File: src/exec_pkg.sv
package exec_pkg;

    // Operand width of the execution unit
    localparam int data_width = 16;

    typedef logic [data_width-1:0]   word_t;
    typedef logic [2*data_width-1:0] dword_t;
    typedef logic [15:0]             flags_t;

    // Flag bit positions within the flags word
    localparam int cf_idx = 0;
    localparam int pf_idx = 2;
    localparam int zf_idx = 6;
    localparam int sf_idx = 7;
    localparam int of_idx = 11;

    typedef enum logic [3:0] {
        op_add,
        op_adc,
        op_sub,
        op_sbb,
        op_and,
        op_or,
        op_xor,
        op_div,
        op_idiv
    } alu_op_t;

    typedef enum logic [1:0] {
        div_idle,
        div_run,
        div_fix
    } div_state_t;

endpackage

File: src/exec_alu.sv
module exec_alu
    import exec_pkg::*;
(
    input  alu_op_t op,
    input  logic    is_8_bit,
    input  word_t   a,
    input  word_t   b,
    input  logic    carry_in,
    output word_t   alu_result,
    output flags_t  alu_flags
);

    word_t               width_mask;
    word_t               a_w;
    word_t               b_w;
    logic                is_sub;
    logic                is_arith;
    logic                cin;
    logic [data_width:0] cin_ext;
    logic [data_width:0] sum;
    word_t               raw;
    logic                sign_a;
    logic                sign_b;
    logic                sign_r;
    logic                carry;
    logic                overflow;

    // Byte operations only see the low byte
    assign width_mask = is_8_bit ? 16'h00ff : 16'hffff;
    assign a_w = a & width_mask;
    assign b_w = b & width_mask;

    assign is_sub = (op == op_sub) || (op == op_sbb);
    assign is_arith = is_sub || (op == op_add) || (op == op_adc);
    assign cin = carry_in & ((op == op_adc) || (op == op_sbb));
    assign cin_ext = {{data_width{1'b0}}, cin};

    // Borrow shows up as ones above the selected width
    assign sum = is_sub ? {1'b0, a_w} - {1'b0, b_w} - cin_ext
                        : {1'b0, a_w} + {1'b0, b_w} + cin_ext;

    always_comb begin
        case (op)
            op_and:  raw = a_w & b_w;
            op_or:   raw = a_w | b_w;
            op_xor:  raw = a_w ^ b_w;
            default: raw = sum[data_width-1:0];
        endcase
    end

    assign alu_result = raw & width_mask;

    assign sign_a = is_8_bit ? a_w[7] : a_w[data_width-1];
    assign sign_b = is_8_bit ? b_w[7] : b_w[data_width-1];
    assign sign_r = is_8_bit ? alu_result[7] : alu_result[data_width-1];
    assign carry = is_8_bit ? sum[8] : sum[data_width];

    always_comb begin
        if (is_sub) begin
            overflow = (sign_a != sign_b) && (sign_r != sign_a);
        end else begin
            overflow = (sign_a == sign_b) && (sign_r != sign_a);
        end
    end

    always_comb begin
        alu_flags = '0;
        alu_flags[cf_idx] = is_arith & carry;
        alu_flags[of_idx] = is_arith & overflow;
        alu_flags[zf_idx] = (alu_result == '0);
        alu_flags[sf_idx] = sign_r;
        // Even parity over the low byte only
        alu_flags[pf_idx] = ~^alu_result[7:0];
    end

endmodule

File: src/exec_divider.sv
module exec_divider
    import exec_pkg::*;
(
    input  logic    clk,
    input  logic    rst_n,
    input  logic    div_start,
    input  alu_op_t op,
    input  logic    is_8_bit,
    input  word_t   a,
    input  word_t   b,
    input  word_t   c,
    output logic    div_done,
    output word_t   quotient,
    output word_t   remainder,
    output logic    div_fault
);

    div_state_t  state;
    logic [4:0]  count;

    // Operand decode ahead of the latch
    logic        start_signed;
    logic        dividend_in_neg;
    logic        divisor_in_neg;
    dword_t      dividend_wide;
    word_t       dividend_short;
    dword_t      dividend_mag;
    word_t       divisor_wide;
    logic [7:0]  divisor_short;
    word_t       divisor_mag;

    // Latched operation
    logic        is_signed_q;
    logic        is_8_bit_q;
    logic        dividend_neg;
    logic        divisor_neg;
    dword_t      quo;
    word_t       rem;
    word_t       divisor;

    logic [17:0] trial;
    logic        quo_neg;
    dword_t      quo_mag;
    dword_t      quo_signed;
    word_t       rem_signed;
    dword_t      half_range;
    logic        overflow;

    assign start_signed = (op == op_idiv);
    assign dividend_in_neg = start_signed & (is_8_bit ? b[15] : a[15]);
    assign divisor_in_neg = start_signed & (is_8_bit ? c[7] : c[15]);

    assign dividend_wide = dividend_in_neg ? -{a, b} : {a, b};
    assign dividend_short = dividend_in_neg ? -b : b;
    assign divisor_wide = divisor_in_neg ? -c : c;
    assign divisor_short = divisor_in_neg ? -c[7:0] : c[7:0];

    // Byte divide starts left aligned so 16 steps consume it
    assign dividend_mag = is_8_bit ? {dividend_short, 16'h0000} : dividend_wide;
    assign divisor_mag = is_8_bit ? {8'h00, divisor_short} : divisor_wide;

    // One restoring step
    assign trial = {1'b0, rem, quo[31]} - {2'b00, divisor};

    always_ff @(posedge clk or negedge rst_n) begin
        if (!rst_n) begin
            state <= div_idle;
            count <= '0;
        end else begin
            case (state)
                div_idle: begin
                    if (div_start) begin
                        count <= is_8_bit ? 5'd15 : 5'd31;
                        state <= (divisor_mag == '0) ? div_fix : div_run;
                    end
                end
                div_run: begin
                    count <= count - 5'd1;
                    if (count == 5'd0) begin
                        state <= div_fix;
                    end
                end
                default: state <= div_idle;
            endcase
        end
    end

    always_ff @(posedge clk) begin
        if (state == div_idle && div_start) begin
            is_signed_q <= start_signed;
            is_8_bit_q <= is_8_bit;
            dividend_neg <= dividend_in_neg;
            divisor_neg <= divisor_in_neg;
            quo <= dividend_mag;
            rem <= '0;
            divisor <= divisor_mag;
        end else if (state == div_run) begin
            quo <= {quo[30:0], ~trial[17]};
            if (!trial[17]) begin
                rem <= trial[15:0];
            end else begin
                rem <= {rem[14:0], quo[31]};
            end
        end
    end

    // Signs restored so the quotient truncates toward zero
    assign quo_neg = dividend_neg ^ divisor_neg;
    assign quo_mag = is_8_bit_q ? {16'h0000, quo[15:0]} : quo;
    assign quo_signed = quo_neg ? -quo_mag : quo_mag;
    assign rem_signed = dividend_neg ? -rem : rem;
    assign half_range = is_8_bit_q ? 32'd128 : 32'd32768;

    always_comb begin
        if (is_signed_q) begin
            overflow = quo_mag > (quo_neg ? half_range : half_range - 32'd1);
        end else if (is_8_bit_q) begin
            overflow = (quo_mag[15:8] != 8'h00);
        end else begin
            overflow = (quo_mag[31:16] != 16'h0000);
        end
    end

    assign div_done = (state == div_fix);
    assign div_fault = (divisor == '0) | overflow;
    assign quotient = is_8_bit_q ? {8'h00, quo_signed[7:0]} : quo_signed[15:0];
    assign remainder = is_8_bit_q ? {8'h00, rem_signed[7:0]} : rem_signed;

endmodule

File: src/exec_result_stage.sv
module exec_result_stage
    import exec_pkg::*;
(
    input  logic    clk,
    input  logic    rst_n,
    input  logic    start,
    input  alu_op_t op,
    input  word_t   alu_result,
    input  flags_t  alu_flags,
    input  logic    div_done,
    input  word_t   quotient,
    input  word_t   remainder,
    input  logic    div_fault,
    output logic    div_start,
    output logic    carry_out,
    output logic    busy,
    output logic    done,
    output word_t   result,
    output word_t   result_hi,
    output flags_t  flags,
    output logic    div_error
);

    logic is_div_op;
    logic accept;
    logic alu_capture;
    logic div_finish;

    assign is_div_op = (op == op_div) || (op == op_idiv);

    // Strobes during a divide are dropped
    assign accept = start & ~busy;
    assign div_start = accept & is_div_op;
    assign alu_capture = accept & ~is_div_op;
    assign div_finish = busy & div_done;

    // ADC and SBB read back the stored carry
    assign carry_out = flags[cf_idx];

    always_ff @(posedge clk or negedge rst_n) begin
        if (!rst_n) begin
            busy <= 1'b0;
            done <= 1'b0;
            div_error <= 1'b0;
            result <= '0;
            result_hi <= '0;
            flags <= '0;
        end else begin
            done <= alu_capture | div_finish;
            div_error <= div_finish & div_fault;

            if (div_start) begin
                busy <= 1'b1;
            end else if (div_finish) begin
                busy <= 1'b0;
            end

            if (alu_capture) begin
                result <= alu_result;
                result_hi <= '0;
                flags <= alu_flags;
            end else if (div_finish && !div_fault) begin
                // Flags untouched by a divide
                result <= quotient;
                result_hi <= remainder;
            end
        end
    end

endmodule

File: src/exec_unit.sv
module exec_unit
    import exec_pkg::*;
(
    input  logic    clk,
    input  logic    rst_n,
    input  logic    start,
    input  alu_op_t op,
    input  logic    is_8_bit,
    input  word_t   a,
    input  word_t   b,
    input  word_t   c,
    output logic    busy,
    output logic    done,
    output word_t   result,
    output word_t   result_hi,
    output flags_t  flags,
    output logic    div_error
);

    word_t  alu_result;
    flags_t alu_flags;
    logic   carry;
    logic   div_start;
    logic   div_done;
    word_t  quotient;
    word_t  remainder;
    logic   div_fault;

    exec_alu alu0 (
        .op         (op),
        .is_8_bit   (is_8_bit),
        .a          (a),
        .b          (b),
        .carry_in   (carry),
        .alu_result (alu_result),
        .alu_flags  (alu_flags)
    );

    exec_divider div0 (
        .clk       (clk),
        .rst_n     (rst_n),
        .div_start (div_start),
        .op        (op),
        .is_8_bit  (is_8_bit),
        .a         (a),
        .b         (b),
        .c         (c),
        .div_done  (div_done),
        .quotient  (quotient),
        .remainder (remainder),
        .div_fault (div_fault)
    );

    exec_result_stage res0 (
        .clk        (clk),
        .rst_n      (rst_n),
        .start      (start),
        .op         (op),
        .alu_result (alu_result),
        .alu_flags  (alu_flags),
        .div_done   (div_done),
        .quotient   (quotient),
        .remainder  (remainder),
        .div_fault  (div_fault),
        .div_start  (div_start),
        .carry_out  (carry),
        .busy       (busy),
        .done       (done),
        .result     (result),
        .result_hi  (result_hi),
        .flags      (flags),
        .div_error  (div_error)
    );

endmodule

File: config.mk
export PLATFORM = sky130hd
export DESIGN_NAME = exec_unit
export DESIGN_NICKNAME = d
export VERILOG_FILES = /design/src/exec_pkg.sv /design/src/exec_alu.sv /design/src/exec_divider.sv /design/src/exec_result_stage.sv /design/src/exec_unit.sv
export SDC_FILE = /design/constraint.sdc
export NUM_CORES = 1
export LEC_CHECK = 0
export BUFFER_PORTS_ARGS = -buffer_cell sky130_fd_sc_hd__buf_2
export CORE_MARGIN = 4
export CORE_UTILIZATION = 40
export DETAILED_ROUTE_END_ITERATION = 16
export GPL_ROUTABILITY_DRIVEN = 0
export PLACE_DENSITY = 0.57
export RECOVER_POWER = 50
export SLEW_MARGIN = 40
export SYNTH_ARGS = -nofsm -noshare
export SYNTH_HDL_FRONTEND = slang
export SYNTH_HIERARCHICAL = 1
export SYNTH_SLANG_ARGS = --single-unit
File: constraint.sdc
create_clock -name clk -period 5.1 [get_ports clk]
set_clock_uncertainty 0.2 [all_clocks]
set_input_delay 1.02 -clock clk [delete_from_list [all_inputs] [get_ports clk]]
set_output_delay 1.02 -clock clk [all_outputs]
set_load 0.01 [all_outputs]
==> results of run 1 <==
[power by group through the flow]
stage,registers [mW],clock network [mW],logic (mW)
after floorplan,1.11,0,0.436
final,1.08,1.13,0.681
after global placement,1.10,0,0.674
after detailed placement,1.10,0,0.680
after global routing,1.08,1.20,0.749
after CTS,1.08,1.16,0.683
[metal layers]
layer	global-route usage, %	share of wire (%)	vias to the layer above
met4	7.26	2.8	0
met5	0	0	-
li1	-	-	5172
met2	35.6	46	286
met1	31.3	47	5037
met3	2.86	4.6	53
[flip-flops by register name (all words and copies together), names as in the netlist]
register,count
res0/div_error,1
div0/state,2
div0/is_signed_q,1
div0/dividend_neg,1
div0/quo,32
res0/result,16
res0/done,1
div0/rem,16
div0/count,5
res0/flags,16
div0/divisor,16
div0/divisor_neg,1
res0/result_hi,16
res0/busy,1
div0/is_8_bit_q,1
[stage by stage]
step | instances | setup TNS [ns] | cell area (µm²) | util (%)
after CTS | 1880 | 0 | 13200 | 45.9
after global routing | 1882 | 0 | 13000 | 45.4
final | 1882 | 0 | 13000 | 45.4
after floorplan | 1394 | 0 | 11700 | -
after detailed placement | 1848 | -0.00380 | 12600 | 44.0
after global placement | 1846 | 0 | 12600 | 43.8
[area by class of cell]
class | instances | area [µm²]
fill | 2920 | 15700
sequential | 126 | 3330
clock inverter | 12 | 83.8
timing repair buffer | 148 | 764
inverter | 104 | 390
antenna | 1 | 2.50
multi-input combinational | 1087 | 7520
tap | 384 | 480
clock buffer | 20 | 458
[cell families after synthesis]
| family | Yosys count | synth area share (%) |
|---|---|---|
| and+or+nand+nor | 444 | 19.0 |
| buffers and inverters | 181 | 6.80 |
| adders and majority gates | 109 | 12.0 |
| muxes | 36 | 3.32 |
| xor gates and xnor gates | 102 | 7.68 |
| DFF | 126 | 28.7 |
| other | 1 | 0.0322 |
| AOI/OAI and AO/OA | 385 | 22.5 |
[cell usage in the layout (no fill, tap or decap), types with 11 or more instances in the layout]
cell type  Yosys  final
conb_1         1     11
clkbuf_16      0     18
o21ai_0       91     90
nand3_1       26     26
nor2b_1       15     15
edfxtp_1      52     52
dfxtp_1       16     16
a21oi_1       93     93
clkbuf_1      41     60
buf_2          8     52
xor2_1        53     53
a21o_1        17     17
xnor2_1       49     49
dfrtp_1       58     58
mux2_2        15     15
nor2_1        96     95
o22ai_1       17     17
mux2i_1       15     15
or3_1         16     16
nand2_1      146    146
inv_1        101    101
o31ai_1       18     18
buf_4         19     36
nor3_1        29     30
nor4_1        14     14
ha_1         104    104
nand2b_1      46     46
o21a_1        15     15
[Yosys cell counts (7+ instances only)]
master,n
nand2_1,146
ha_1,104
inv_1,101
nor2_1,96
a21oi_1,93
o21ai_0,91
dfrtp_1,58
xor2_1,53
edfxtp_1,52
xnor2_1,49
nand2b_1,46
clkbuf_1,41
nor3_1,29
nand3_1,26
buf_4,19
o31ai_1,18
a21o_1,17
o22ai_1,17
dfxtp_1,16
or3_1,16
mux2_2,15
mux2i_1,15
nor2b_1,15
o21a_1,15
nor4_1,14
o221a_1,10
o41ai_1,10
or4_1,10
a31oi_1,8
a32oi_1,8
and3_1,8
buf_2,8
o221a_2,8
a211oi_1,7
o211ai_1,7
o311ai_0,7
o31a_1,7
[worst max-delay path by stage]
| stage | from | to | slack [ns] |
|---|---|---|---|
| 2_1_floorplan | op[0] | res0/flags[6] | 0.1 |
| 3_3_place_gp | op[2] | res0/flags[6] | 0.04 |
| 3_5_place_dp | op[2] | res0/flags[6] | -0.004 |
| 4_1_cts | op[2] | res0/flags[6] | 0.43 |
| 5_1_grt | op[0] | res0/flags[6] | 0.15 |
| 6_report | op[0] | res0/flags[6] | 0.33 |
==> key figures, run 1 <==
Setup path
  • Crit-path cells: buf_2, clkbuf_1, inv_1, o21ai_1, a32oi_1, inv_1, ha_1, nand4_1, or4_1, nor4_2, mux2_2
  • Cell count along the critical path: 11
  • Critical path class: in2reg
  • Worst Path Buf+Inv: 4
  • CP delay by family, top: buffers and inverters
  • Slowest CP cell: clkbuf_1
  • Max FO, Critical Path: 31
  • Most used cell, CP: inv_1
  • CP peak stage delay: around 1 ns
  • Setup crit start kind: input pin
  • CP arrival: about 4.9 ns
  • R2R depth: 17
  • CP Capture Type: flop
  • R2R Path Start: div0/dividend_neg
  • Reg2Reg Setup Slack: around 0.82 ns
  • WP data required: 5.26 ns
  • R2R Path End: res0/result[8]

Flow run
  • Max_cap viols: 1

Pwr
  • Psw: about 0.90 mW
  • Pwr Total: 2.89 mW
  • Int Pwr: roughly 2.0 mW
  • Power per standard cell area: roughly 220 mW/mm²
  • Maximum vdd drop: 0.205 mV
  • Leakage: between 5 and 6 nW
  • Clock share of power: between 30% and 40%
  • Switching share of power: between 30% and 40%
  • Logic pwr share: a little under a quarter
  • Seq pwr share: 37.4%

Clocking
  • Clock Pin Slew Worst Setup and Hold Paths: about 0.070 ns
  • CTS resizes: 0
  • CTS tree: yes
  • CTS Buffer Depth: 2
  • Clock Latency Late Sink: around 0.42 ns
  • H-tree depth: 4
  • Clk root buf: clkbuf_16
  • Hold-fix buffers, CTS: 0
  • Setup Fix Bufs, Post-CTS: 0
  • Clock sink count: between 100 and 150
  • CTS buffer count: 17

Drt
  • DR WL/cell: 19.0 µm
  • Wirelength, routed: between 30000 and 40000 µm
  • Residual DRC: 0
  • Vias per cell: approximately 5.6
  • Routed Antenna Nets: 0
  • DRT Pass-1 Iters: 5
  • Vias: approximately 11000
  • Initial DRC count: around 880

Layout
  • Layout cells sized above 1: between 10% and 20%
  • Synth-to-Final Area Change: 12.1%
  • Net count, final: around 1600

Floorplanning
  • Placement Rows: between 60 and 70
  • I/O Pins: roughly 110
  • Overall die height: 179 µm
  • Core area: between 0.02 and 0.03 mm²
  • Die area: 0.0319 mm²
  • Initial Utilization: around 41%
  • Chip Width: about 180 µm

Yosys
  • Post-synth top flop: dfrtp_1
  • Mapped cell area: ~0.012 mm²
  • Sequential fraction of the synthesis area: between 20% and 30%
  • Area contributors post-synth: edfxtp_1 13%, dfrtp_1 12%, ha_1 11%
  • Cell accounting for the most synthesized area: edfxtp_1
  • Mapped Cells: 1384
  • Flops & latches, synth: ~130
  • Syn avg cell area: ~8.4 µm²
  • Synth Warn #: 6
  • EDFF count, synth: 52
  • Post-synth top area share: a little over an eighth
  • Distinct cells, synth: between 80 and 90
  • Async set-reset flop share out of synthesis: between 40% and 50%

STA
  • Worst slew margin: -4.74%
  • Final Cycle Share: slightly above 90%
  • Fmax: between 0.2 and 0.25 GHz
  • Hold_ws: about 0.29 ns
  • Final hold vios: 0
  • RSZ-0062 raised after global routing: false
  • Final worst path period need: between 4 and 5 ns
  • Worst-Margin Slew: roughly 1.6 ns
  • Slack of the critical path: 0.332 ns
  • Setup violations, final: 0
  • Slew Viols, Final: 29

Place
  • # port buffers: approximately 110
  • Setup WS pre-CTS: -0.00380 ns
  • Dpl hpwl: ~28000 µm

Global routing
  • Largest net degree at the start of global routing: 38
  • Initial antenna violation count: 1
  • Global-route wire length before repair: between 50000 and 60000 µm
  • Grt total ovfl: 0
  • All-Layer GR Usage: 22.3%
  • Vias in the first global route: 9970

Hold path
  • Worst Hold Class: reg2reg
  • Hold endpoint: res0/flags[4]
  • Launch point of the worst hold path: res0/flags[4]
  • Hold path depth: 1

Run status
  • Failing checks: capacitance limit, slew limit
  • Outcome: finished, violations left
No activity file was read; power rests on OpenSTA's default activity.
==> run 2: changes to the inputs <==
--- a/config.mk
+++ b/config.mk
@@ -7,11 +7,12 @@
 export LEC_CHECK = 0
 export BUFFER_PORTS_ARGS = -buffer_cell sky130_fd_sc_hd__buf_2
 export CORE_MARGIN = 4
-export CORE_UTILIZATION = 40
+export CORE_UTILIZATION = 44
 export DETAILED_ROUTE_END_ITERATION = 16
 export GPL_ROUTABILITY_DRIVEN = 0
-export PLACE_DENSITY = 0.57
+export PLACE_DENSITY = 0.62
 export RECOVER_POWER = 50
+export REMOVE_ABC_BUFFERS = 1
 export SLEW_MARGIN = 40
 export SYNTH_ARGS = -nofsm -noshare
 export SYNTH_HDL_FRONTEND = slang
==> run 2 against run 1 <==
Compared with the run above: the run still ends with capacitance limit, slew limit left; clock power about the same; first-iteration DRC count increased by 15%; worst setup slack improved by 0.12 ns; via count increased by 0.82%; critical endpoint unchanged.
==> key figures, run 2 (synthesis results as in run 1) <==
Global routing
  • Grt total ovfl: 0
  • All-Layer GR Usage: a little under a quarter
  • Largest net degree at the start of global routing: a little under 60
  • Initial antenna violation count: 3
  • Global-route wire length before repair: between 50000 and 60000 µm
  • Vias in the first global route: ~9900

Pwr
  • Leakage: roughly 5.5 nW
  • Int Pwr: between 2 and 2.5 mW
  • Pwr Total: slightly below 3 mW
  • Clock share of power: around two fifths
  • Power per standard cell area: roughly 220 mW/mm²
  • Seq pwr share: roughly 37%
  • Maximum vdd drop: ~0.22 mV
  • Logic pwr share: a little under a quarter
  • Switching share of power: between 30% and 40%
  • Psw: 0.879 mW

Drt
  • Vias: around 11000
  • Wirelength, routed: approximately 34000 µm
  • Routed Antenna Nets: 0
  • DR WL/cell: 18.8 µm
  • DRT Pass-1 Iters: 5
  • Initial DRC count: around 1000
  • Residual DRC: 0
  • Vias per cell: around 5.8

Clocking
  • Clock sink count: between 100 and 150
  • CTS resizes: 0
  • Clk root buf: clkbuf_16
  • H-tree depth: 4
  • Clock Latency Late Sink: between 0.4 and 0.5 ns
  • Setup Fix Bufs, Post-CTS: 0
  • CTS Buffer Depth: 2
  • Hold-fix buffers, CTS: 0
  • Clock Pin Slew Worst Setup and Hold Paths: roughly 0.06 ns
  • CTS tree: yes
  • CTS buffer count: 17

STA
  • Worst slew margin: -126%
  • Setup tns final: 0 ns
  • Final Cycle Share: between 90% and 100%
  • RSZ-0062 raised after global routing: false
  • Final hold vios: 0
  • Slew Viols, Final: just under 100
  • Setup violations, final: 0
  • Final worst path period need: roughly 4.7 ns
  • Hold_ws: between 0.2 and 0.3 ns
  • Fmax: ~0.21 GHz
  • Worst-Margin Slew: between 3 and 4 ns

Flow run
  • Max_cap viols: 2

Layout
  • Design area: 0.0129 mm²
  • Synth-to-Final Area Change: 11.3%
  • Net count, final: between 1500 and 2000
  • Area of the multi-input gates: 0.00751 mm²
  • Register area: roughly 0.0033 mm²
  • Largest Register: div0/quo
  • Fill count: 2543
  • Most common cell after layout, fill and taps aside: nand2_1
  • Fin cells: 1827
  • Most frequent cells in the layout: 146 x nand2_1, 104 x ha_1, 101 x inv_1
  • Max reg flops: 32
  • Layout cells sized above 1: a little over a tenth

Setup path
  • Crit-path cells: clkbuf_1, nand2b_1, ha_1, ha_1, and3_1, o21ai_0, o211ai_1, or4_1, o2111ai_1, a311oi_1, buf_4, or2_1, nor4_2, mux2_2
  • WP data required: around 5.3 ns
  • Reg2Reg Setup Slack: 1.01 ns
  • Critical path class: in2reg
  • R2R depth: 16
  • R2R Path Start: res0/flags[0]
  • R2R Path End: res0/flags[6]
  • CP Capture Type: flop
  • Most used cell, CP: ha_1
  • CP peak stage delay: 0.61 ns
  • Max FO, Critical Path: 19
  • CP arrival: roughly 4.8 ns
  • Slowest CP cell: clkbuf_1
  • Setup crit start kind: input pin

Hold path
  • Hold endpoint: res0/flags[9]
  • Worst Hold Class: reg2reg
  • Launch point of the worst hold path: res0/flags[9]
  • Hold path depth: 1

Floorplanning
  • Initial Utilization: ~45%
  • I/O Pins: 107
  • Die area: 0.0291 mm²
  • Placement Rows: a little under 60
  • Core area: 0.0261 mm²
  • Chip Width: ~170 µm
  • Overall die height: between 150 and 200 µm

Place
  • Placed cells: ~1800
  • # port buffers: about 110
  • Placed cell areas: between 0.01 and 0.015 mm²
  • Dpl hpwl: approximately 27000 µm

Run status
  • Outcome: finished, violations left
  • Failing checks: capacitance limit, slew limit
run 2: cell count changes in the layout (fill, tap and decap cells not counted), sizes merged:
| cell | delta |
|---|---|
| clkinvlp | +5 |
| inv | -2 |
| bufinv | +1 |
| buf | -5 |
| clkbuf | -2 |
| clkinv | -3 |
run 2: area by class of cell:
class	count	share of cell area, %
multi-input combinational	1087	58.1
timing repair buffer	142	5.55
sequential	126	25.7
clock buffer	19	3.50
inverter	104	3.02
tap	335	3.24
clock inverter	13	0.880
antenna	1	0.0193
run 2: how the worst max path moves through the flow:
stage	start	to	slack (ns)	cells after the start
floorplan	op[0]	div0/quo[0]	0.16	7
global placement	op[2]	res0/flags[6]	0.24	18
detailed placement	op[2]	res0/flags[6]	0.18	18
CTS	op[2]	res0/flags[6]	0.60	18
global route	is_8_bit	res0/flags[11]	0.18	15
finish	is_8_bit	res0/flags[6]	0.45	14
run 2: power by group through the flow:
stage / registers, mW / logic [mW] / clock network [mW]
after detailed placement: 1.10 / 0.666 / 0
after global placement: 1.10 / 0.660 / 0
final: 1.08 / 0.672 / 1.15
after global routing: 1.08 / 0.737 / 1.22
after CTS: 1.08 / 0.670 / 1.18
after floorplan: 1.11 / 0.411 / 0
run 2: worst max-delay path, delay by kind of cell:
kind | cells | cell delay, ns
AO/OA/AOI/OAI | 4 | 0.64
AND/OR/NAND/NOR | 5 | 1.33
multiplexers | 1 | 0.18
adder cells (fa/ha/maj) | 2 | 0.82
buffers and inverters | 2 | 0.81
run 2: per-stage QoR:
| step | util [%] | worst slack [ns] |
|---|---|---|
| finish | 49.7 | 0.448 |
| global route | 49.7 | 0.181 |
| CTS | 50.1 | 0.605 |
| detailed placement | 48.0 | 0.180 |
| global placement | 47.9 | 0.240 |
| floorplan | - | 0.162 |
run 2: routing by layer:
metal	routed length (µm)	GRT usage, %	share of wire (%)	up-vias
met3	2310	2.75	6.7	35
met2	16000	38.2	47	387
met1	15500	33.1	45	5055
met4	522	5.87	1.5	4
li1	-	-	-	5154
met5	15	0	0.044	-
==> run 3: changes to the inputs <==
--- a/config.mk
+++ b/config.mk
@@ -6,6 +6,7 @@
 export NUM_CORES = 1
 export LEC_CHECK = 0
 export BUFFER_PORTS_ARGS = -buffer_cell sky130_fd_sc_hd__buf_2
+export CORE_ASPECT_RATIO = 1.75
 export CORE_MARGIN = 4
 export CORE_UTILIZATION = 44
 export DETAILED_ROUTE_END_ITERATION = 16
==> run 3 against run 2 <==
Compared with the run above: the run still ends with capacitance limit, slew limit left; first-iteration DRC count is 39% lower; largest power group unchanged; critical endpoint is now div0/state[0]; flip-flop and latch count stayed put; global-route usage is 1.8 points higher; largest cell class unchanged; core utilization is 0.59 points higher; highest routed layer is now met4.
==> key figures, run 3 (synthesis results as in run 1) <==
Run status
  • Outcome: finished, violations left
  • Failing checks: capacitance limit, slew limit

Layout
  • Largest Register: div0/quo
  • Most frequent cells in the layout: 146 x nand2_1, 104 x ha_1, 101 x inv_1
  • Layout cells sized above 1: between 10 and 15%
  • Fin cells: 1826
  • Max reg flops: 32
  • Net count, final: ~1700
  • Synth-to-Final Area Change: 12.2%
  • Most common cell after layout, fill and taps aside: nand2_1

Global routing
  • Largest net degree at the start of global routing: just under 60
  • All-Layer GR Usage: 25.2%
  • Global-route wire length before repair: 56700 µm
  • Grt total ovfl: 0
  • Vias in the first global route: around 11000
  • Initial antenna violation count: 1

Floorplanning
  • Placement Rows: a little under 80
  • Die area: a little under 0.03 mm²
  • I/O Pins: ~110
  • Core area: 0.0260 mm²
  • Initial Utilization: between 40% and 50%
  • Chip Width: 131 µm
  • Overall die height: 223 µm

Clocking
  • Setup Fix Bufs, Post-CTS: 0
  • CTS Buffer Depth: 2
  • CTS resizes: 0
  • Clock sink count: 126
  • Hold-fix buffers, CTS: 0
  • Clock Latency Late Sink: ~0.43 ns
  • Clock Pin Slew Worst Setup and Hold Paths: 0.06 ns
  • H-tree depth: 4
  • Clk root buf: clkbuf_16
  • CTS tree: yes
  • CTS buffer count: 17

STA
  • Setup tns final: 0 ns
  • Final hold vios: 0
  • Worst slew margin: -46.9%
  • Slack of the critical path: slightly above 0.4 ns
  • RSZ-0062 raised after global routing: false
  • Setup violations, final: 0
  • Final Cycle Share: between 90 and 100%
  • Final worst path period need: around 4.7 ns
  • Slew Viols, Final: 79
  • Fmax: 0.213 GHz
  • Worst-Margin Slew: between 2 and 2.5 ns

Drt
  • DRT Pass-1 Iters: 5
  • Residual DRC: 0
  • Vias per cell: slightly below 6
  • DR WL/cell: 20.2 µm
  • Wirelength, routed: between 30000 and 40000 µm
  • Routed Antenna Nets: 0
  • Initial DRC count: ~600
  • Vias: between 10000 and 15000

Setup path
  • Max FO, Critical Path: 31
  • CP arrival: between 4 and 5 ns
  • Critical path class: in2reg
  • CP Capture Type: flop
  • Setup crit start kind: input pin
  • WP data required: ~5.1 ns

Pwr
  • Power per standard cell area: between 200 and 250 mW/mm²
  • Maximum vdd drop: 0.175 mV
  • Leakage: about 5.6 nW

Place
  • Dpl hpwl: 29800 µm
  • Setup WS pre-CTS: roughly 0.18 ns
  • # port buffers: approximately 110
  • Placed cells: ~1800

Flow run
  • Max_cap viols: 2

Hold path
  • Worst Hold Class: reg2reg
## run 3: changes by cell type in the layout (fill, tap and decap cells not counted), moves of 2 or more
cell	before	now
clkinv_2	2	4
clkbuf_1	58	64
mux2_1	6	8
clkinvlp_4	5	0
buf_4	32	44
inv_6	2	0
mux2_2	15	13
clkbuf_16	17	19
## run 3: report_power, final
part,leakage (nW),switching [mW],internal (mW)
combinational,4.11,0.420,0.271
sequential,1.23,0.00916,1.07
clock,0.291,0.438,0.764
total,5.63,0.867,2.10
## run 3: per-stage QoR
| step | utilization, % | cell area [µm²] | total power [mW] | hold slack [ns] |
|---|---|---|---|---|
| after floorplan | - | 11300 | 1.52 | 0.281 |
| after global placement | 48.4 | 12600 | 1.78 | 0.261 |
| after detailed placement | 48.5 | 12600 | 1.79 | 0.269 |
| after CTS | 50.7 | 13200 | 2.99 | 0.281 |
| after global routing | 50.3 | 13000 | 3.11 | 0.303 |
| final | 50.3 | 13000 | 2.97 | 0.279 |
## run 3: worst max-delay path, cell delays in order
cell	delay (ns)
clkbuf_1	0.20
buf_4	0.31
or4b_1	0.69
nor2_1	0.73
clkbuf_1	0.44
nand2_1	0.10
o32ai_1	0.15
nand4_1	0.19
or4_4	0.46
nor4_2	0.31
o21ai_1	0.11
## run 3: cell type report
cell class	instances	area (µm²)
Timing Repair Buffer	156	817
Clock buffer	27	536
Sequential cell	126	3330
Clock inverter	5	50.0
Multi-Input combinational cell	1087	7520
Fill cell	2597	12900
Tap cell	320	400
Inverter	104	390
Antenna cell	1	2.50
## run 3: final timing paths
| path | from | endpoint | slack, ns | depth (start not counted) |
|---|---|---|---|---|
| setup / recovery | op[0] | div0/state[0] | 0.40 | 11 |
| hold / removal | res0/flags[3] | res0/flags[3] | 0.28 | 1 |
| setup reg to reg | div0/dividend_neg | res0/result[5] | 0.74 | 18 |
| hold reg to reg | res0/flags[3] | res0/flags[3] | 0.28 | 1 |
| max in group asynchronous | rst_n | res0/flags[0] | 1.48 | 3 |
| min in group asynchronous | rst_n | res0/flags[10] | 0.63 | 2 |
## run 3: layer usage
metal  track usage, %  part of all wire [%]
met5                0                     0
met4             16.7                   7.1
met3             2.78                   3.8
met2             49.1                    56
met1             23.5                    33
